===== src/include/des_tables.svh =====
// DES numbers bits from 1 at the leftmost position
// so table entry n picks vector index (width - n)

function automatic logic [63:0] des_ip(input logic [63:0] din);
    int          tbl [64];
    logic [63:0] dout;
    tbl = '{58, 50, 42, 34, 26, 18, 10, 2,
            60, 52, 44, 36, 28, 20, 12, 4,
            62, 54, 46, 38, 30, 22, 14, 6,
            64, 56, 48, 40, 32, 24, 16, 8,
            57, 49, 41, 33, 25, 17, 9,  1,
            59, 51, 43, 35, 27, 19, 11, 3,
            61, 53, 45, 37, 29, 21, 13, 5,
            63, 55, 47, 39, 31, 23, 15, 7};
    for (int i = 0; i < 64; i++) begin
        dout[63-i] = din[64-tbl[i]];
    end
    return dout;
endfunction

// Inverse of des_ip
function automatic logic [63:0] des_fp(input logic [63:0] din);
    int          tbl [64];
    logic [63:0] dout;
    tbl = '{40, 8, 48, 16, 56, 24, 64, 32,
            39, 7, 47, 15, 55, 23, 63, 31,
            38, 6, 46, 14, 54, 22, 62, 30,
            37, 5, 45, 13, 53, 21, 61, 29,
            36, 4, 44, 12, 52, 20, 60, 28,
            35, 3, 43, 11, 51, 19, 59, 27,
            34, 2, 42, 10, 50, 18, 58, 26,
            33, 1, 41, 9,  49, 17, 57, 25};
    for (int i = 0; i < 64; i++) begin
        dout[63-i] = din[64-tbl[i]];
    end
    return dout;
endfunction

// Right half 32 -> 48 with the edge bits of each nibble repeated
function automatic logic [47:0] des_expand(input logic [31:0] din);
    int          tbl [48];
    logic [47:0] dout;
    tbl = '{32, 1,  2,  3,  4,  5,
            4,  5,  6,  7,  8,  9,
            8,  9,  10, 11, 12, 13,
            12, 13, 14, 15, 16, 17,
            16, 17, 18, 19, 20, 21,
            20, 21, 22, 23, 24, 25,
            24, 25, 26, 27, 28, 29,
            28, 29, 30, 31, 32, 1};
    for (int i = 0; i < 48; i++) begin
        dout[47-i] = din[32-tbl[i]];
    end
    return dout;
endfunction

function automatic logic [31:0] des_perm_p(input logic [31:0] din);
    int          tbl [32];
    logic [31:0] dout;
    tbl = '{16, 7,  20, 21, 29, 12, 28, 17,
            1,  15, 23, 26, 5,  18, 31, 10,
            2,  8,  24, 14, 32, 27, 3,  9,
            19, 13, 30, 6,  22, 11, 4,  25};
    for (int i = 0; i < 32; i++) begin
        dout[31-i] = din[32-tbl[i]];
    end
    return dout;
endfunction

// All eight S-boxes, S1 on the leftmost six bits
// Row is outer bit pair, column the middle four, so row*16+col = {b5, b0, b4:b1}
function automatic logic [31:0] des_sbox(input logic [47:0] din);
    int          tbl [8][64];
    logic [5:0]  six;
    logic [31:0] dout;
    tbl = '{
        '{14, 4, 13, 1, 2, 15, 11, 8, 3, 10, 6, 12, 5, 9, 0, 7,
          0, 15, 7, 4, 14, 2, 13, 1, 10, 6, 12, 11, 9, 5, 3, 8,
          4, 1, 14, 8, 13, 6, 2, 11, 15, 12, 9, 7, 3, 10, 5, 0,
          15, 12, 8, 2, 4, 9, 1, 7, 5, 11, 3, 14, 10, 0, 6, 13},
        '{15, 1, 8, 14, 6, 11, 3, 4, 9, 7, 2, 13, 12, 0, 5, 10,
          3, 13, 4, 7, 15, 2, 8, 14, 12, 0, 1, 10, 6, 9, 11, 5,
          0, 14, 7, 11, 10, 4, 13, 1, 5, 8, 12, 6, 9, 3, 2, 15,
          13, 8, 10, 1, 3, 15, 4, 2, 11, 6, 7, 12, 0, 5, 14, 9},
        '{10, 0, 9, 14, 6, 3, 15, 5, 1, 13, 12, 7, 11, 4, 2, 8,
          13, 7, 0, 9, 3, 4, 6, 10, 2, 8, 5, 14, 12, 11, 15, 1,
          13, 6, 4, 9, 8, 15, 3, 0, 11, 1, 2, 12, 5, 10, 14, 7,
          1, 10, 13, 0, 6, 9, 8, 7, 4, 15, 14, 3, 11, 5, 2, 12},
        '{7, 13, 14, 3, 0, 6, 9, 10, 1, 2, 8, 5, 11, 12, 4, 15,
          13, 8, 11, 5, 6, 15, 0, 3, 4, 7, 2, 12, 1, 10, 14, 9,
          10, 6, 9, 0, 12, 11, 7, 13, 15, 1, 3, 14, 5, 2, 8, 4,
          3, 15, 0, 6, 10, 1, 13, 8, 9, 4, 5, 11, 12, 7, 2, 14},
        '{2, 12, 4, 1, 7, 10, 11, 6, 8, 5, 3, 15, 13, 0, 14, 9,
          14, 11, 2, 12, 4, 7, 13, 1, 5, 0, 15, 10, 3, 9, 8, 6,
          4, 2, 1, 11, 10, 13, 7, 8, 15, 9, 12, 5, 6, 3, 0, 14,
          11, 8, 12, 7, 1, 14, 2, 13, 6, 15, 0, 9, 10, 4, 5, 3},
        '{12, 1, 10, 15, 9, 2, 6, 8, 0, 13, 3, 4, 14, 7, 5, 11,
          10, 15, 4, 2, 7, 12, 9, 5, 6, 1, 13, 14, 0, 11, 3, 8,
          9, 14, 15, 5, 2, 8, 12, 3, 7, 0, 4, 10, 1, 13, 11, 6,
          4, 3, 2, 12, 9, 5, 15, 10, 11, 14, 1, 7, 6, 0, 8, 13},
        '{4, 11, 2, 14, 15, 0, 8, 13, 3, 12, 9, 7, 5, 10, 6, 1,
          13, 0, 11, 7, 4, 9, 1, 10, 14, 3, 5, 12, 2, 15, 8, 6,
          1, 4, 11, 13, 12, 3, 7, 14, 10, 15, 6, 8, 0, 5, 9, 2,
          6, 11, 13, 8, 1, 4, 10, 7, 9, 5, 0, 15, 14, 2, 3, 12},
        '{13, 2, 8, 4, 6, 15, 11, 1, 10, 9, 3, 14, 5, 0, 12, 7,
          1, 15, 13, 8, 10, 3, 7, 4, 12, 5, 6, 11, 0, 14, 9, 2,
          7, 11, 4, 1, 9, 12, 14, 2, 0, 6, 10, 13, 15, 3, 5, 8,
          2, 1, 14, 7, 4, 10, 8, 13, 15, 12, 9, 0, 3, 5, 6, 11}
    };
    for (int b = 0; b < 8; b++) begin
        six = din[47-6*b -: 6];
        dout[31-4*b -: 4] = 4'(tbl[b][{six[5], six[0], six[4:1]}]);
    end
    return dout;
endfunction


===== src/logic/bias_pkg.sv =====
package bias_pkg;

    // Width of the message limit and of the bias count
    localparam int cnt_w = 32;

    // Plaintext in to ciphertext out, one register per round
    localparam int des_latency = 16;

    // Run configuration, sampled once when a start is accepted
    typedef struct packed {
        logic [63:0]      seed;       // First plaintext of the run
        logic [63:0]      polynomial; // LFSR feedback taps
        logic [63:0]      mask_in;    // Plaintext side of the approximation
        logic [63:0]      mask_out;   // Ciphertext side of the approximation
        logic [cnt_w-1:0] limit;      // Plaintexts in the run
    } bias_cfg_t;

    // Feistel halves plus the valid bit that walks along with them
    typedef struct packed {
        logic [31:0] l;
        logic [31:0] r;
        logic        valid;
    } des_stage_t;

    // XOR of every selected bit
    // Serves both as LFSR feedback and as the linear parity
    function automatic logic masked_parity(
        input logic [63:0] value,
        input logic [63:0] mask
    );
        return ^(value & mask);
    endfunction

endpackage


===== src/logic/bias_config.sv =====
module bias_config (
    input  logic                clk,
    input  logic                rst_n,
    input  logic                restart,
    input  logic                capture,  // Start accepted this cycle
    input  bias_pkg::bias_cfg_t cfg,
    output bias_pkg::bias_cfg_t held_cfg
);
    import bias_pkg::*;

    bias_cfg_t cfg_q;  // Config of the current run

    always_ff @(posedge clk) begin
        if (!rst_n || restart) begin
            cfg_q <= '0;
        end else if (capture) begin
            cfg_q <= cfg;
        end
    end

    // The LFSR loads on the capture edge itself,
    // so the incoming config is passed straight through during that cycle
    assign held_cfg = capture ? cfg : cfg_q;

endmodule


===== config.mk =====
export PLATFORM = sky130hd
export DESIGN_NAME = bias_config
export DESIGN_NICKNAME = d
export VERILOG_FILES = /design/src/include/des_tables.svh /design/src/logic/bias_pkg.sv /design/src/logic/bias_config.sv
export SDC_FILE = /design/constraint.sdc
export NUM_CORES = 1
export LEC_CHECK = 0
export BUFFER_PORTS_ARGS = -buffer_cell sky130_fd_sc_hd__buf_2
export CORE_AREA = 2 2 223 225
export CTS_BUF_LIST = sky130_fd_sc_hd__clkbuf_8
export CTS_CLUSTER_SIZE = 25
export DETAILED_ROUTE_END_ITERATION = 8
export DIE_AREA = 0 0 225 227
export PLACE_DENSITY = 0.56
export SYNTH_ARGS = -nofsm -noshare
export SYNTH_HDL_FRONTEND = slang
export SYNTH_SLANG_ARGS = --single-unit

===== constraint.sdc =====
create_clock -name clk -period 1.65 [get_ports clk]
set_clock_uncertainty 0.05 [all_clocks]
set_input_delay 0.33 -clock clk [delete_from_list [all_inputs] [get_ports clk]]
set_output_delay 0.33 -clock clk [all_outputs]
set_load 0.05 [all_outputs]

### After elaboration in Yosys (flattened, before gate mapping)

Index checks and enable logic that the tools add are counted.

| cells by class | value |
|---|---|
| mux-type cells | 1 |
| reductions and logical operators | 2 |

Operators by type and width:

| cell | count |
|---|---|
| $mux 288 | 1 |
| $logic_not 1->1 | 1 |
| $logic_or 1x1->1 | 1 |

| storage, ports and cells | value |
|---|---|
| register bits after elaboration | 288 |
| input port bits | 292 |
| output and inout bits | 288 |

### Depth between registers and ports, before layout

| logic depth | value |
|---|---|
| word-level depth | 2 |
| mapped depth | 5 |
| mapped depth without buffers | 2 |

### Worst setup path after synthesis

OpenSTA, ideal clock, no wires.

| path | value |
|---|---|
| path kind | input-to-output |
| from | input port capture |
| to | output port held_cfg[279] in the netlist's numbering |
| arrival time | 1.194 ns |
| slack | 0.076 ns |
| stages | 4 |
| buffers on the path | 3 |
| cells stage by stage | buf_6 -> buf_6 -> buf_6 -> mux2_2 |

RTL lines:

| item | RTL line | source |
|---|---|---|
| from (decl) | bias_config.sv:5 | `input logic capture,` |
| to (decl) | bias_config.sv:7 | `output bias_pkg::bias_cfg_t held_cfg` |

==> flow_summary.json <==
{
  "status": "finished with violations",
  "violations": "setup timing",
  "first_global_vias": 10700,
  "cp_common_cell": "buf_12",
  "synth_xor_xnor_area_share_pct": 0,
  "synth_adder_area_share_pct": 0,
  "synth_area_per_cell_sq_um": 13.0,
  "antenna_found_initial": 1,
  "gr-total-overflow": 0,
  "cts_buffers": 50,
  "period_needed_ns": 1.77,
  "design_area_sq_mm": 0.0211,
  "cts.htree.levels": 2,
  "final_common_cell": "buf_2",
  "power_w": 0.0190,
  "layout-drive-gt1-share_pct": 57.1,
  "largest_register_ffs": 288,
  "pin_count": 580,
  "clk_latency_ns": 0.59,
  "timing.fmax_ghz": 0.566,
  "synthDistinctLibCells": 9,
  "critical_path_arrival_ns": 1.39,
  "setup_viol": 288,
  "synth_compound_area_share_pct": 0,
  "final_nets": 2052,
  "critical_path_buf_inv_count": 4,
  "p_leak_nw": 10.1,
  "cts_tree": "built",
  "dp_hpwl_um": 26500,
  "grt_first_pass_wirelength_um": 58500,
  "place.gp.congestion": 0.768,
  "root_buffer": "clkbuf_8",
  "via_per_inst": 4.10,
  "core_area_sq_mm": 0.0485,
  "drcViolationCount": 0,
  "vias": 9910,
  "placedInstanceArea_sq_mm": 0.0159,
  "met1Wirelength_um": 15000,
  "die_area_sq_mm": 0.0511,
  "largestRegisters": "cfg_q x288",
  "synth_top_family_by_area": "multiplexers",
  "grt_usage_pct": 14.5,
  "ir_worst_vdd_uv": 719,
  "cp_cell_sequence": "buf_12 -> buf_16 -> buf_12 -> mux2_2 -> buf_6",
  "slew_violations": 0,
  "synth_warnings": 0,
  "max_cap_viol_count": 0,
  "crit_required_ns": 1.27,
  "clk_pin_slew_ns": 0.05,
  "rows": 81,
  "hold_viol_final": 0,
  "syn2layout_area_growth_pct": 75.0,
  "portBuffers": 579,
  "registers.top_by_ff_count": "cfg_q",
  "layout_common_cells": "buf_2, nor2b_1, dfxtp_1",
  "synth_nets": 1221,
  "startpoint_type": "input pin",
  "rsz0062_at_grt": "true",
  "dr_wl_met2_um": 20600,
  "slew_headroom_pct": 80.2,
  "max_stage_delay_ns": 0.37,
  "finalCritPeriodShare_pct": 107,
  "highest_layer": "met4",
  "critPathKind": "input pin to output port",
  "fp.dieW_um": 225,
  "muxShareOfSynthArea_pct": 33.5,
  "synthSimpleGateAreaFrac_pct": 15.0,
  "wl_um": 40100,
  "grt_start_max_net_pins": 55,
  "drt_pass1_iterations": 4,
  "cp_max_fo": 20,
  "holdCritPathClass": "input pin to flip-flop",
  "synth_cells": 929,
  "worstSetupEndpointType": "output port",
  "fin_ws_ns": -0.117,
  "drtIter0Drc": 212,
  "crit_family": "buffers and inverters",
  "slowest_stage": "mux2_2",
  "cellPowerDensity_mw_per_mm2": 901,
  "initial_core_util_pct": 24.9,
  "wl_met3_um": 3270,
  "clock-sinks": 288,
  "drt-wirelength-per-cell_um": 16.6,
  "ys_ff_latch": 288,
  "syn_area_sq_mm": 0.0121,
  "worst_pin_slew_ns": 0.296,
  "synth-seq-area-share_pct": 47.8,
  "clockBufferDepth": 3,
  "fp.dieH_um": 227,
  "postRouteAntennaNets": 0
}
## through the flow
stage / TNS (ns) / cells / util, % / worst slack, ns / hold WS [ns]
finish: -16.77 / 2415 / 43.5 / -0.117 / 0.0668
global route: -35.18 / 2414 / 43.5 / -0.153 / 0.0272
CTS: -36.88 / 2383 / 42.3 / -0.164 / 0.000375
detailed placement: -26.40 / 2115 / 32.8 / -0.144 / 0.518
global placement: -25.33 / 2115 / 32.8 / -0.141 / 0.510
floorplan: 0 / 929 / - / 0.0757 / 0.646
## Yosys cell counts
cell,instances,area (sq um)
buf_6,26,293
mux2_2,73,822
nand2b_1,1,6.26
buf_2,8,40.0
nor2b_1,288,1800
dfxtp_1,288,5770
buf_4,1,7.51
mux2_4,215,3230
clkbuf_1,29,109
## worst paths after layout
kind / start / end / slack [ns] / depth (start not counted)
max: capture / held_cfg[273] / -0.12 / 5
min: cfg[152] / cfg_q[152] / 0.07 / 3
max reg2reg: cfg_q[41] / cfg_q[41] / 0.07 / 4
min reg2reg: cfg_q[74] / cfg_q[74] / 0.55 / 2
## layer usage
metal	up-vias	GRT usage [%]
met5	-	0
met4	0	5.75
met3	88	4.85
met2	404	26.4
met1	4684	15.4
li1	4734	-
## cells by family (layout without fill, tap and decap cells)
family	count (synthesis)	after routing
flops	288	288
other cells	0	2
buf+inv	64	926
mux	288	288
simple gates	289	289
## tightest hold or removal path: stages
cell     delay (ns)
buf_2          0.07
mux2_4         0.15
nor2b_1        0.11
## cell type report
type	count	area (sq um)
fill	4339	27400
timing repair buffer	843	7670
multi-input combinational	577	5990
sequential	288	5770
tap	622	778
clock buffer	56	771
clock inverter	27	138
antenna	2	5.00
## report_power, final
part | switching (W) | internal [W]
clock | 0.00293 | 0.00322
sequential | 0.0000658 | 0.00719
combinational | 0.00296 | 0.00267
## repair_timing
item | CTS | global route
gates resized for setup | 597 | 91
endpoints found under the hold margin | 174 | 0
hold buffers | 174 | 0
gates cloned | 0 | 1
pin swaps | 0 | 0
endpoints found under the setup margin | 288 | 288
setup buffers | 11 | 29
Note: power is estimated with default switching activity, not from simulation.
